File: config.mk
export PLATFORM = sky130hd
export DESIGN_NAME = conv_pe_top
export DESIGN_NICKNAME = d
export VERILOG_FILES = /design/src/hw/conv_pe_pkg.sv /design/src/hw/ifmap_fifo.sv /design/src/hw/pe_mac.sv /design/src/hw/pe_ctrl.sv /design/src/hw/pe_apb_regs.sv /design/src/hw/conv_pe_top.sv
export SDC_FILE = /design/constraint.sdc
export NUM_CORES = 1
export LEC_CHECK = 0
export BUFFER_PORTS_ARGS = -buffer_cell sky130_fd_sc_hd__buf_2
export CAP_MARGIN = 20
export CORE_ASPECT_RATIO = 1.2
export CORE_UTILIZATION = 65
export DETAILED_ROUTE_END_ITERATION = 10
export PLACE_DENSITY = 0.81
export REMOVE_ABC_BUFFERS = 1
export SLEW_MARGIN = 20
export SYNTH_ARGS = -nofsm -noshare
export SYNTH_HDL_FRONTEND = slang
export SYNTH_SLANG_ARGS = --single-unit
export TNS_END_PERCENT = 1
File: constraint.sdc
create_clock -name clk -period 9.5 [get_ports clk]
set_clock_uncertainty 0.2 [all_clocks]
set_input_delay 0 -clock clk [delete_from_list [all_inputs] [get_ports clk]]
set_output_delay 0 -clock clk [all_outputs]
set_load 0.02 [all_outputs]
File: src/hw/conv_pe_pkg.sv
// Convolution PE shared definitions
// Widths, APB register map, FSM and push encodings, bus structs
`default_nettype none

package conv_pe_pkg;

    // ========================================
    // Widths
    // ========================================
    localparam int DATA_W     = 8;                   // One ifmap or filter byte
    localparam int FIFO_DEPTH = 4;                   // Entries per FIFO, one burst word
    localparam int FIFO_PTR_W = $clog2(FIFO_DEPTH);
    localparam int FIFO_CNT_W = FIFO_PTR_W + 1;      // Count reaches FIFO_DEPTH
    localparam int ACC_W      = 18;                  // 4 x (-128 * -128) fits
    localparam int APB_AW     = 8;
    localparam int APB_DW     = 32;

    // ========================================
    // APB register map
    // ========================================
    localparam logic [APB_AW-1:0] ADDR_CTRL       = 8'h00; // W: start, len_m1
    localparam logic [APB_AW-1:0] ADDR_IFMAP_BYTE = 8'h04; // W: byte in [7:0]
    localparam logic [APB_AW-1:0] ADDR_IFMAP_WORD = 8'h08; // W: 4 bytes, lane 0 first
    localparam logic [APB_AW-1:0] ADDR_FILT_BYTE  = 8'h0C;
    localparam logic [APB_AW-1:0] ADDR_FILT_WORD  = 8'h10;
    localparam logic [APB_AW-1:0] ADDR_STATUS     = 8'h14; // R, clears drop and done
    localparam logic [APB_AW-1:0] ADDR_RESULT     = 8'h18; // R: acc sign-extended

    localparam int CTRL_START_BIT = 0;  // CTRL[0] start
    localparam int CTRL_LEN_LSB   = 1;  // CTRL[2:1] length minus one

    // STATUS bits: [0] done [1] busy [2] drop [3] ifmap empty [4] ifmap full
    //              [5] filt empty [6] filt full
    localparam int STATUS_W = 7;

    // ========================================
    // Encodings and bundles
    // ========================================
    typedef enum logic {PUSH_BYTE = 1'b0, PUSH_WORD = 1'b1} push_mode_e;
    typedef enum logic [1:0] {IDLE, RUN, DRAIN, DONE} ctrl_state_e;

    typedef logic [FIFO_PTR_W-1:0] fifo_ptr_t;
    typedef logic [FIFO_CNT_W-1:0] fifo_cnt_t;

    typedef struct packed {
        logic                         en;
        push_mode_e                   mode;
        logic [DATA_W*FIFO_DEPTH-1:0] data;  // Lane 0 is popped first
    } push_req_t;

    typedef struct packed {logic full; logic empty;} fifo_stat_t;
    typedef struct packed {logic start; logic [1:0] len_m1;} pe_cmd_t;
    typedef struct packed {logic busy; logic done;} pe_stat_t;

endpackage

`default_nettype wire

File: src/hw/ifmap_fifo.sv
// Byte FIFO for the PE operands
// Single-byte push, 4-byte burst push into an empty FIFO,
// registered pop data one cycle after the pop
`default_nettype none

module ifmap_fifo (
    input  wire                          clk,
    input  wire                          rst_n,
    input  conv_pe_pkg::push_req_t       push,      // One-cycle push request
    input  wire                          pop,       // Shared pop from the controller
    output logic [conv_pe_pkg::DATA_W-1:0] pop_data, // Valid the cycle after pop
    output conv_pe_pkg::fifo_stat_t      stat
);

    logic [conv_pe_pkg::DATA_W-1:0] mem [conv_pe_pkg::FIFO_DEPTH];
    conv_pe_pkg::fifo_ptr_t wr_ptr;   // Next slot to write
    conv_pe_pkg::fifo_ptr_t rd_ptr;   // Next slot to read
    conv_pe_pkg::fifo_cnt_t count;    // Valid entries

    logic byte_ok;
    logic word_ok;
    logic pop_ok;

    assign stat.full  = (count == conv_pe_pkg::fifo_cnt_t'(conv_pe_pkg::FIFO_DEPTH));
    assign stat.empty = (count == '0);

    // Acceptance rules: byte needs room, burst needs an empty FIFO
    assign byte_ok = push.en && (push.mode == conv_pe_pkg::PUSH_BYTE) && !stat.full;
    assign word_ok = push.en && (push.mode == conv_pe_pkg::PUSH_WORD) && stat.empty;
    assign pop_ok  = pop && !stat.empty;

    // ========================================
    // Pointers and count
    // ========================================
    always_ff @(posedge clk or negedge rst_n) begin
        if (!rst_n) begin
            wr_ptr <= '0;
            rd_ptr <= '0;
            count  <= '0;
        end else begin
            if (byte_ok)
                wr_ptr <= wr_ptr + 1'b1;  // Burst wraps a full turn, ptr unchanged
            if (pop_ok)
                rd_ptr <= rd_ptr + 1'b1;
            if (word_ok) begin
                count <= conv_pe_pkg::fifo_cnt_t'(conv_pe_pkg::FIFO_DEPTH);
            end else begin
                case ({byte_ok, pop_ok})
                    2'b10:   count <= count + 1'b1;
                    2'b01:   count <= count - 1'b1;
                    default: count <= count;        // Idle, or push and pop together
                endcase
            end
        end
    end

    // ========================================
    // Storage
    // ========================================
    // Burst lanes land from rd_ptr onward so lane 0 leaves first
    always_ff @(posedge clk) begin
        if (byte_ok)
            mem[wr_ptr] <= push.data[conv_pe_pkg::DATA_W-1:0];
        else if (word_ok) begin
            for (int i = 0; i < conv_pe_pkg::FIFO_DEPTH; i++) begin
                mem[rd_ptr + conv_pe_pkg::fifo_ptr_t'(i)] <=
                    push.data[i*conv_pe_pkg::DATA_W +: conv_pe_pkg::DATA_W];
            end
        end
    end

    // Output register, holds its value between pops
    always_ff @(posedge clk) begin
        if (pop_ok)
            pop_data <= mem[rd_ptr];
    end

endmodule

`default_nettype wire

File: src/hw/pe_mac.sv
// PE multiply-accumulate
// Signed 8x8 product added into an 18-bit accumulator,
// zeroed by clear, updated only on mac_valid
`default_nettype none

module pe_mac (
    input  wire                                   clk,
    input  wire                                   rst_n,
    input  wire                                   clear,      // Start of a new dot product
    input  wire                                   mac_valid,  // Operand bytes are valid
    input  wire   [conv_pe_pkg::DATA_W-1:0]       ifmap_byte,
    input  wire   [conv_pe_pkg::DATA_W-1:0]       filt_byte,
    output logic signed [conv_pe_pkg::ACC_W-1:0]  acc
);

    // ========================================
    // Product
    // ========================================
    logic signed [conv_pe_pkg::DATA_W-1:0]   a_s;
    logic signed [conv_pe_pkg::DATA_W-1:0]   b_s;
    logic signed [2*conv_pe_pkg::DATA_W-1:0] prod;      // 16-bit signed product
    logic signed [conv_pe_pkg::ACC_W-1:0]    prod_ext;  // Sign-extended to acc width

    // Bytes are two's complement
    assign a_s = signed'(ifmap_byte);
    assign b_s = signed'(filt_byte);

    assign prod     = a_s * b_s;   // Range -16256 .. 16384
    assign prod_ext = prod;        // Signed source, sign-extends

    // ========================================
    // Accumulator
    // ========================================
    // Clear wins, a new run never overlaps a valid from the old one
    always_ff @(posedge clk or negedge rst_n) begin
        if (!rst_n) begin
            acc <= '0;
        end else if (clear) begin
            acc <= '0;
        end else if (mac_valid) begin
            acc <= acc + prod_ext;  // No overflow for up to 4 terms
        end
    end

endmodule

`default_nettype wire

File: src/hw/pe_ctrl.sv
// PE controller
// Sequences FIFO pops and the MAC for a dot product of 1..4 terms,
// holds under back-pressure, raises done until status is read
`default_nettype none

module pe_ctrl (
    input  wire                       clk,
    input  wire                       rst_n,
    input  conv_pe_pkg::pe_cmd_t      cmd,         // One-cycle start plus length
    input  conv_pe_pkg::fifo_stat_t   ifmap_stat,
    input  conv_pe_pkg::fifo_stat_t   filt_stat,
    input  wire                       status_rd,   // STATUS read, clears done
    output logic                      pop,         // Shared by both FIFOs
    output logic                      clear,       // Zero the accumulator
    output logic                      mac_valid,   // pop delayed one cycle
    output conv_pe_pkg::pe_stat_t     stat
);

    conv_pe_pkg::ctrl_state_e state;
    conv_pe_pkg::ctrl_state_e state_nxt;
    conv_pe_pkg::fifo_cnt_t   rem;      // Pops still to issue
    logic start_ok;
    logic both_avail;
    logic done;

    assign start_ok   = cmd.start && (state == conv_pe_pkg::IDLE);
    assign both_avail = !ifmap_stat.empty && !filt_stat.empty;

    // Pop in lockstep, stall while either side is empty
    assign pop = (state == conv_pe_pkg::RUN) && (rem != '0) && both_avail;

    assign stat.busy = (state != conv_pe_pkg::IDLE);
    assign stat.done = done;

    // ========================================
    // Next state
    // ========================================
    always_comb begin
        state_nxt = state;
        case (state)
            conv_pe_pkg::IDLE:  if (start_ok) state_nxt = conv_pe_pkg::RUN;
            conv_pe_pkg::RUN:   if (pop && (rem == conv_pe_pkg::fifo_cnt_t'(1)))
                                    state_nxt = conv_pe_pkg::DRAIN;  // Last pop issued
            conv_pe_pkg::DRAIN: if (mac_valid) state_nxt = conv_pe_pkg::DONE; // Last add
            conv_pe_pkg::DONE:  state_nxt = conv_pe_pkg::IDLE;
            default:            state_nxt = conv_pe_pkg::IDLE;
        endcase
    end

    // ========================================
    // Registers
    // ========================================
    always_ff @(posedge clk or negedge rst_n) begin
        if (!rst_n) begin
            state     <= conv_pe_pkg::IDLE;
            rem       <= '0;
            clear     <= 1'b0;
            mac_valid <= 1'b0;
        end else begin
            state     <= state_nxt;
            clear     <= start_ok;  // Acc zeroed before the first add
            mac_valid <= pop;       // FIFO data is registered one cycle
            if (start_ok)
                rem <= conv_pe_pkg::fifo_cnt_t'(cmd.len_m1) + conv_pe_pkg::fifo_cnt_t'(1);
            else if (pop)
                rem <= rem - 1'b1;
        end
    end

    // Done flag, set leaving DONE, wins over a same-cycle status read
    always_ff @(posedge clk or negedge rst_n) begin
        if (!rst_n)
            done <= 1'b0;
        else if (state == conv_pe_pkg::DONE)
            done <= 1'b1;
        else if (status_rd || start_ok)
            done <= 1'b0;  // New run or software acknowledged
    end

endmodule

`default_nettype wire

File: src/hw/pe_apb_regs.sv
// PE APB register block
// Decodes pushes, start, status and result; flags bus errors;
// keeps the sticky drop flag for rejected pushes
`default_nettype none

module pe_apb_regs (
    input  wire                                  clk,
    input  wire                                  rst_n,
    input  wire   [conv_pe_pkg::APB_AW-1:0]      paddr,
    input  wire                                  psel,
    input  wire                                  penable,
    input  wire                                  pwrite,
    input  wire   [conv_pe_pkg::APB_DW-1:0]      pwdata,
    output logic  [conv_pe_pkg::APB_DW-1:0]      prdata,
    output logic                                 pready,
    output logic                                 pslverr,
    output conv_pe_pkg::push_req_t               ifmap_push,
    output conv_pe_pkg::push_req_t               filt_push,
    input  conv_pe_pkg::fifo_stat_t              ifmap_stat,
    input  conv_pe_pkg::fifo_stat_t              filt_stat,
    output conv_pe_pkg::pe_cmd_t                 cmd,
    input  conv_pe_pkg::pe_stat_t                pe_stat,
    input  wire signed [conv_pe_pkg::ACC_W-1:0]  acc,
    output logic                                 status_rd
);

    logic acc_phase;   // APB access phase
    logic wr_en;
    logic rd_en;
    logic addr_hit;
    logic start_req;
    logic drop;        // Sticky, some push was rejected

    // Push request for one FIFO from its byte and word addresses
    function automatic conv_pe_pkg::push_req_t make_push(
        input logic                           en,
        input logic [conv_pe_pkg::APB_AW-1:0] addr,
        input logic [conv_pe_pkg::APB_DW-1:0] data,
        input logic [conv_pe_pkg::APB_AW-1:0] byte_addr,
        input logic [conv_pe_pkg::APB_AW-1:0] word_addr
    );
        conv_pe_pkg::push_req_t req;
        req.en   = en && ((addr == byte_addr) || (addr == word_addr));
        req.mode = (addr == word_addr) ? conv_pe_pkg::PUSH_WORD : conv_pe_pkg::PUSH_BYTE;
        req.data = data;
        return req;
    endfunction

    // Same acceptance rule as the FIFO, seen from the bus side
    function automatic logic rejected(input conv_pe_pkg::push_req_t req,
                                      input conv_pe_pkg::fifo_stat_t st);
        return req.en && ((req.mode == conv_pe_pkg::PUSH_BYTE) ? st.full : !st.empty);
    endfunction

    assign acc_phase = psel && penable;
    assign wr_en     = acc_phase && pwrite;
    assign rd_en     = acc_phase && !pwrite;
    assign pready    = 1'b1;  // Zero wait states

    always_comb begin
        case (paddr)
            conv_pe_pkg::ADDR_CTRL, conv_pe_pkg::ADDR_IFMAP_BYTE,
            conv_pe_pkg::ADDR_IFMAP_WORD, conv_pe_pkg::ADDR_FILT_BYTE,
            conv_pe_pkg::ADDR_FILT_WORD, conv_pe_pkg::ADDR_STATUS,
            conv_pe_pkg::ADDR_RESULT: addr_hit = 1'b1;
            default:                  addr_hit = 1'b0;
        endcase
    end

    // ========================================
    // Commands and errors
    // ========================================
    assign start_req  = wr_en && (paddr == conv_pe_pkg::ADDR_CTRL) &&
                        pwdata[conv_pe_pkg::CTRL_START_BIT];
    assign cmd.start  = start_req && !pe_stat.busy;  // Start while busy is dropped
    assign cmd.len_m1 = pwdata[conv_pe_pkg::CTRL_LEN_LSB +: 2];
    assign pslverr    = acc_phase && (!addr_hit || (start_req && pe_stat.busy));

    assign ifmap_push = make_push(wr_en, paddr, pwdata,
                                  conv_pe_pkg::ADDR_IFMAP_BYTE, conv_pe_pkg::ADDR_IFMAP_WORD);
    assign filt_push  = make_push(wr_en, paddr, pwdata,
                                  conv_pe_pkg::ADDR_FILT_BYTE, conv_pe_pkg::ADDR_FILT_WORD);
    assign status_rd  = rd_en && (paddr == conv_pe_pkg::ADDR_STATUS);

    always_ff @(posedge clk or negedge rst_n) begin
        if (!rst_n)
            drop <= 1'b0;
        else if (rejected(ifmap_push, ifmap_stat) || rejected(filt_push, filt_stat))
            drop <= 1'b1;
        else if (status_rd)
            drop <= 1'b0;  // Read returns the old value, then clears
    end

    // Read mux
    always_comb begin
        prdata = '0;
        case (paddr)
            conv_pe_pkg::ADDR_STATUS:
                prdata[conv_pe_pkg::STATUS_W-1:0] = {filt_stat, ifmap_stat, drop, pe_stat};
            conv_pe_pkg::ADDR_RESULT:
                prdata = {{(conv_pe_pkg::APB_DW-conv_pe_pkg::ACC_W){acc[conv_pe_pkg::ACC_W-1]}},
                          acc};
            default: prdata = '0;  // Push and CTRL addresses are write-only
        endcase
    end

endmodule

`default_nettype wire

File: src/hw/conv_pe_top.sv
// Convolution PE top
// APB registers, controller, ifmap and filter FIFOs, MAC
`default_nettype none

module conv_pe_top (
    input  wire                              clk,
    input  wire                              rst_n,
    input  wire  [conv_pe_pkg::APB_AW-1:0]   paddr,
    input  wire                              psel,
    input  wire                              penable,
    input  wire                              pwrite,
    input  wire  [conv_pe_pkg::APB_DW-1:0]   pwdata,
    output logic [conv_pe_pkg::APB_DW-1:0]   prdata,
    output logic                             pready,
    output logic                             pslverr
);

    conv_pe_pkg::push_req_t  ifmap_push, filt_push;
    conv_pe_pkg::fifo_stat_t ifmap_stat, filt_stat;
    conv_pe_pkg::pe_cmd_t    cmd;
    conv_pe_pkg::pe_stat_t   pe_stat;
    logic                    status_rd;
    logic                    pop, clear, mac_valid;
    logic [conv_pe_pkg::DATA_W-1:0]       ifmap_byte, filt_byte;
    logic signed [conv_pe_pkg::ACC_W-1:0] acc;

    pe_apb_regs u_regs (
        .clk, .rst_n, .paddr, .psel, .penable, .pwrite, .pwdata, .prdata, .pready, .pslverr,
        .ifmap_push, .filt_push, .ifmap_stat, .filt_stat, .cmd, .pe_stat, .acc, .status_rd
    );

    pe_ctrl u_ctrl (
        .clk, .rst_n, .cmd, .ifmap_stat, .filt_stat, .status_rd,
        .pop, .clear, .mac_valid, .stat(pe_stat)
    );

    // Both FIFOs pop together
    ifmap_fifo u_ifmap_fifo (
        .clk, .rst_n, .push(ifmap_push), .pop, .pop_data(ifmap_byte), .stat(ifmap_stat)
    );
    ifmap_fifo u_filt_fifo (
        .clk, .rst_n, .push(filt_push), .pop, .pop_data(filt_byte), .stat(filt_stat)
    );

    pe_mac u_mac (.clk, .rst_n, .clear, .mac_valid, .ifmap_byte, .filt_byte, .acc);

endmodule

`default_nettype wire

# After elaboration in Yosys (flattened, before gate mapping)
# Memories as Yosys holds them, arrays and structs flattened. A register that Yosys moved wholly into a read port is not among the register bits.
# Index checks and enable logic that the tools add are counted.
[op_classes]
n_reduce_logical = 56
muxes = 39
n_bitwise = 2
n_addsub = 15
multipliers = 1
eq_ne = 19
[ops]
columns = ["operator", "n"]
rows = [
  ["18-bit 2-to-1 mux", 2],
  ["1-bit logical AND", 28],
  ["25-bit 2-to-1 mux", 1],
  ["8-bit by 5-bit == test with 1-bit output, second input constant", 3],
  ["1-bit 2-to-1 mux", 21],
  ["18-bit by 16-bit adder with 18-bit output", 1],
  ["8-bit by 4-bit == test with 1-bit output, second input constant", 2],
  ["8-bit by 8-bit multiplier with 16-bit output", 1],
  ["8-bit 2-to-1 mux", 2],
  ["8-bit OR reduction", 2],
  ["7-bit one-hot mux with 2 select lines", 1],
  ["3-bit 2-to-1 mux", 4],
  ["3-bit one-hot mux with 2 select lines", 2],
  ["2-bit 2-to-1 mux", 5],
  ["2-bit nonzero test", 5],
  ["3-bit nonzero test", 3],
  ["3-bit by 1-bit subtractor with 3-bit output, second input constant", 3],
  ["2-bit by 1-bit adder with 2-bit output, second input constant", 4],
  ["2-bit adder, second input constant", 4],
  ["2-bit == test, second input constant", 4],
  ["8-bit by 3-bit == test with 1-bit output, second input constant", 1],
  ["8-bit zero test", 1],
  ["2-bit one-hot mux with 4 select lines", 1],
  ["1-bit zero test", 7],
  ["13 further kinds", 24],
]
[word_totals]
ramBits = 64
n_memories = 2
reg_bits = 41
output_inout_bits = 34
in_bits = 45
[memory_table]
columns = ["memory", "words", "word_bits", "read_ports", "rd_clocked_by_memory_dff", "wr", "line_no", "rtl"]
rows = [
  ["u_filt_fifo.mem", 4, 8, 1, 1, 4, "ifmap_fifo.sv:15", "logic [conv_pe_pkg::DATA_W-1:0] mem [conv_pe_pkg::FIFO_DEPTH];"],
  ["u_ifmap_fifo.mem", 4, 8, 1, 1, 4, "ifmap_fifo.sv:15", ""],
]

# Depth between registers and ports, before layout
[logic_depth]
ltp_word = 10
depth_mapped = 19
depth_no_buf = 18

# By module
# A second synthesis with hierarchy kept.
[hier_totals]
cells_unflattened = 1227
hier_area_um2 = 12161.7
[by_module_without_submodules]
columns = ["mod", "cells_per_inst", "area_per_inst_um2", "instances", "seq_area_each_um2"]
rows = [
  ["pe_mac", 400, 3962.6, 1, 450.4],
  ["ifmap_fifo (u_ifmap_fifo)", 325, 3385.7, 1, 1376.3],
  ["ifmap_fifo (u_filt_fifo)", 311, 3251.9, 1, 1376.3],
  ["pe_apb_regs", 144, 1031.0, 1, 25.0],
  ["pe_ctrl", 47, 530.5, 1, 200.2],
]

# Worst setup path after synthesis
# OpenSTA, ideal clock, no wires.
[synth_timing]
path_type = "register to register"
start = "register u_filt_fifo.pop_data[0] (netlist name), read port of u_filt_fifo.mem"
end = "register u_mac.acc[15] (netlist name)"
setup_ps = 83
path_buffers = 0
required_ps = 9217
t_arrival_ps = 4739
stages_incl_launch_ff = 16
slack_ps = 4479
synth_period_minus_slack_ps = 5021
cell_sequence = "edfxtp_1 > and2_1 > inv_1 > fa_1 > inv_1 > fa_1 > fa_1 > fa_1 > fa_1 > ha_1 > o21ai_0 > o21a_1 > nor3_1 > o22ai_1 > xor2_1 > o21ai_0"
[synth_between]
elab_chain_len = 4
[synth_lines]
columns = ["element", "line_no", "rtl"]
rows = [
  ["start, declared", "ifmap_fifo.sv:11", "output logic [conv_pe_pkg::DATA_W-1:0] pop_data,"],
  ["8-bit by 8-bit multiplier with 16-bit output", "pe_mac.sv:28", "assign prod = a_s * b_s;"],
  ["18-bit by 16-bit adder with 18-bit output", "pe_mac.sv:41", "acc <= acc + prod_ext;"],
  ["18-bit 2-to-1 mux", "pe_mac.sv:40", "end else if (mac_valid) begin"],
  ["18-bit 2-to-1 mux", "pe_mac.sv:38", "end else if (clear) begin"],
  ["end signal, assigned", "pe_mac.sv:41", ""],
  ["end, declared", "pe_mac.sv:13", "output logic signed [conv_pe_pkg::ACC_W-1:0] acc"],
]
# No other way between the ends. The select of a mux whose other input is x is not followed.
# A chain may end at the register's enable or synchronous reset.

# Final worst setup path
# Ends and elaborated chain as after synthesis.

==> run summary <==
Top Ports -> 79
Setup TNS -> 0 ps
Crit path max fanout -> 11
Crit. End Element -> flop
Unrepaired setup endpoints after global routing -> false
Slew @ Worst Pin -> 1079 ps
CP Launch Point -> u_filt_fifo.pop_data[0]
Final Hold Viols -> 0
Clock H-tree levels -> 4
Gp weighted congestion -> 0.9521
Critical path's most frequent cell -> fa_1
Vias in the first global route -> 9172
Flops & latches, synth -> 121
Core Footprint -> 16340 µm²
Min-Delay Startpoint -> pwdata[21]
Post-Syn Area per Cell -> 9.042 µm²
Critical Path Source Type -> flop
DP HPWL -> 19920 µm
Placed cell area -> 11250 µm²
Synth top area cells -> edfxtp_1 22%, fa_1 15%, dfrtp_1 9.4%
Crit path DAT -> 5660 ps
YS warnings -> 0
Vias -> 9183
Async SR Flop Fraction -> 0.3388
Layout cell share with drive strength beyond 1 -> 0.1126
Max frequency -> 0.1809 GHz
Fin crit share -> 0.5819
Max Buffers Root-to-Sink -> 2
IO buf count -> 77
Status -> finished clean
Peak supply drop -> 0.2912 mV
Die height -> 144.1 µm
# diodes -> 0
Placement Rows -> 51
Max-Cap Viols -> 0
CTS tree -> built
Initial DRC count -> 835
Fill cells -> 1126
# clock sinks -> 121
Total CTS buffers -> 17
Power per cell area -> 317.6 nW/µm²
Worst EP required -> 9630 ps
ANT nets after route -> 0
Top FF cell, synth -> edfxtp_1
Area growth, synth to finish -> 11.65%
Max stage delay on crit path -> 650 ps
Pleak -> 5.442 nW
Slew HR -> 0.2807
Sequential share of the synthesized area -> 0.3136
Post-synth EDFFs -> 80
WL/cell -> 19.35 µm
Pin count of the biggest net entering global routing -> 44
Worst-path clk slew -> 60 ps
Fin crit period -> 5528 ps
Buf/Inv on CP -> 2
Most frequent cells in the layout -> 187 x a21oi_1, 162 x nor2_1, 130 x inv_1, 87 x nand2_1, 82 x fa_1
Critical Path Slowest Stage Cell -> and2_1
Launch point of the worst reg-to-reg path -> u_filt_fifo.pop_data[0]
NumNets Final -> 1460
Area leader, netlist -> edfxtp_1
Crit Path Class -> flop to flop
Initial antenna violation count -> 0
Clk_lat worst skew -> 420 ps
CP top delay family -> adder cells
First-pass GRT wire length -> 46000 µm
DR vias/cell -> 6.159
Chip width -> 120.4 µm
# DRC -> 0
Die area -> 17340 µm²
Commonest non-fill, non-tap cell in the layout -> a21oi_1
Post-Syn Instances -> 1209
Worst hold-check path type -> input port to flop
CTS Root Cell -> clkbuf_16
Initial Util -> 0.6692
Top-area cell type share of the netlist area -> 0.2198
Congestion Overflow GR -> 0
Fin area -> 12210 µm²
DRT Wirelength -> 28850 µm
DR pass1 iterations -> 6
Synth cell types -> 65
Total track usage -> 0.3496
Setup violators final -> 0
Area of the mapped netlist -> 10930 µm²
CP cell instances -> and2_1, inv_1, fa_1, inv_1, fa_1, fa_1, fa_1, fa_1, ha_1, o21ai_0, o21a_1, nor3_1, o22ai_1, xor2_1, o21ai_0
Max Slew Vio Count -> 0
state kept, by name (all words and copies together), names as in the netlist, 3 cells and up:
name and flops:
u_ifmap_fifo.count 3, u_mac.acc 18, u_ifmap_fifo.pop_data 8, u_filt_fifo.pop_data 8, u_ifmap_fifo.mem 32, u_filt_fifo.count 3
u_ctrl.rem 3, u_filt_fifo.mem 32
final timing paths:
check	cells past startpoint	end	slack, ps
max	15	u_mac.acc[15]	3970
min	5	u_filt_fifo.mem[2][5]	10
min in group asynchronous	2	u_filt_fifo.wr_ptr[1]	60
max reg2reg	15	u_mac.acc[15]	3970
min reg2reg	1	u_ctrl.done	320
max in group asynchronous	2	u_mac.acc[16]	8440
routing by layer:
metal,track usage,vias to the layer above,part of all wire,wire [µm]
li1,-,4175,-,-
met1,0.3953,4337,0.36,10380
met2,0.6276,541,0.52,14910
met3,0.06073,130,0.073,2110
met4,0.1923,0,0.050,1447
met5,0,-,0,0
cells by family (layout without fill, tap and decap cells):
logic type	count (synthesis)	after routing	synth area share
AOI/OAI and AO/OA	297	297	0.1552
xor gates and xnor gates	33	33	0.02644
adders and majority gates	149	149	0.2269
buffers and inverters	220	290	0.08252
DFF	121	121	0.3136
muxes	28	28	0.04407
other	1	1	0.0003430
and+or+nand+nor	360	360	0.1510
Yosys cell counts (12+ instances only):
cell,number
buf_4,17
o22ai_1,14
and2_1,44
inv_1,130
nand2_1,87
edfxtp_1,80
xor2_1,12
a21oi_1,187
o21ai_0,30
ha_1,67
nor2_1,162
mux4_2,16
xnor2_1,21
fa_1,82
clkbuf_1,54
dfrtp_1,41
nor3_1,17
worst register-to-register path: stages (launching register included):
cell and delay, ps:
edfxtp_1 470, and2_1 650, inv_1 130, fa_1 500, inv_1 50, fa_1 520
fa_1 440, fa_1 580, fa_1 430, ha_1 360, o21ai_0 160, o21a_1 210
nor3_1 270, o22ai_1 160, xor2_1 160, o21ai_0 140
report_power, final:
part	internal [mW]	total, mW	switching, mW
Sequential	0.625	0.709	0.0840
Combinational	1.11	2.54	1.43
Clock	0.384	0.626	0.242
Total	2.12	3.88	1.76
layout make-up:
| cell class | instances | area (µm²) | share of cell area |
|---|---|---|---|
| clock buffers | 20 | 436.7 | 0.03578 |
| clock inverters | 12 | 125.1 | 0.01025 |
| inverters | 132 | 495.5 | 0.04059 |
| multi-input cells | 868 | 6604 | 0.5411 |
| flip-flops and latches | 121 | 3428 | 0.2809 |
| well taps | 212 | 265.3 | 0.02173 |
| repair buffers | 126 | 850.8 | 0.06971 |
through the flow:
stage	power (mW)	util	cells	hold WS [ps]	worst slack (ps)
after global placement	3.078	0.6887	1420	-11.36	4175
after CTS	3.860	0.7470	1491	2.052	3971
after floorplan	2.658	-	1121	-495.6	4478
after global routing	4.252	0.7472	1491	48.94	3659
final	3.876	0.7472	1491	13.58	3972
after detailed placement	3.164	0.6887	1420	-9.458	4016
what timing repair did:
item / 4_1_cts / 5_1_grt
gates resized for setup: 0 / 0
hold endpoints to repair: 114 / 0
buffers inserted: 0 / 0
hold buffers: 39 / 0
No activity file was read; power rests on OpenSTA's default activity.
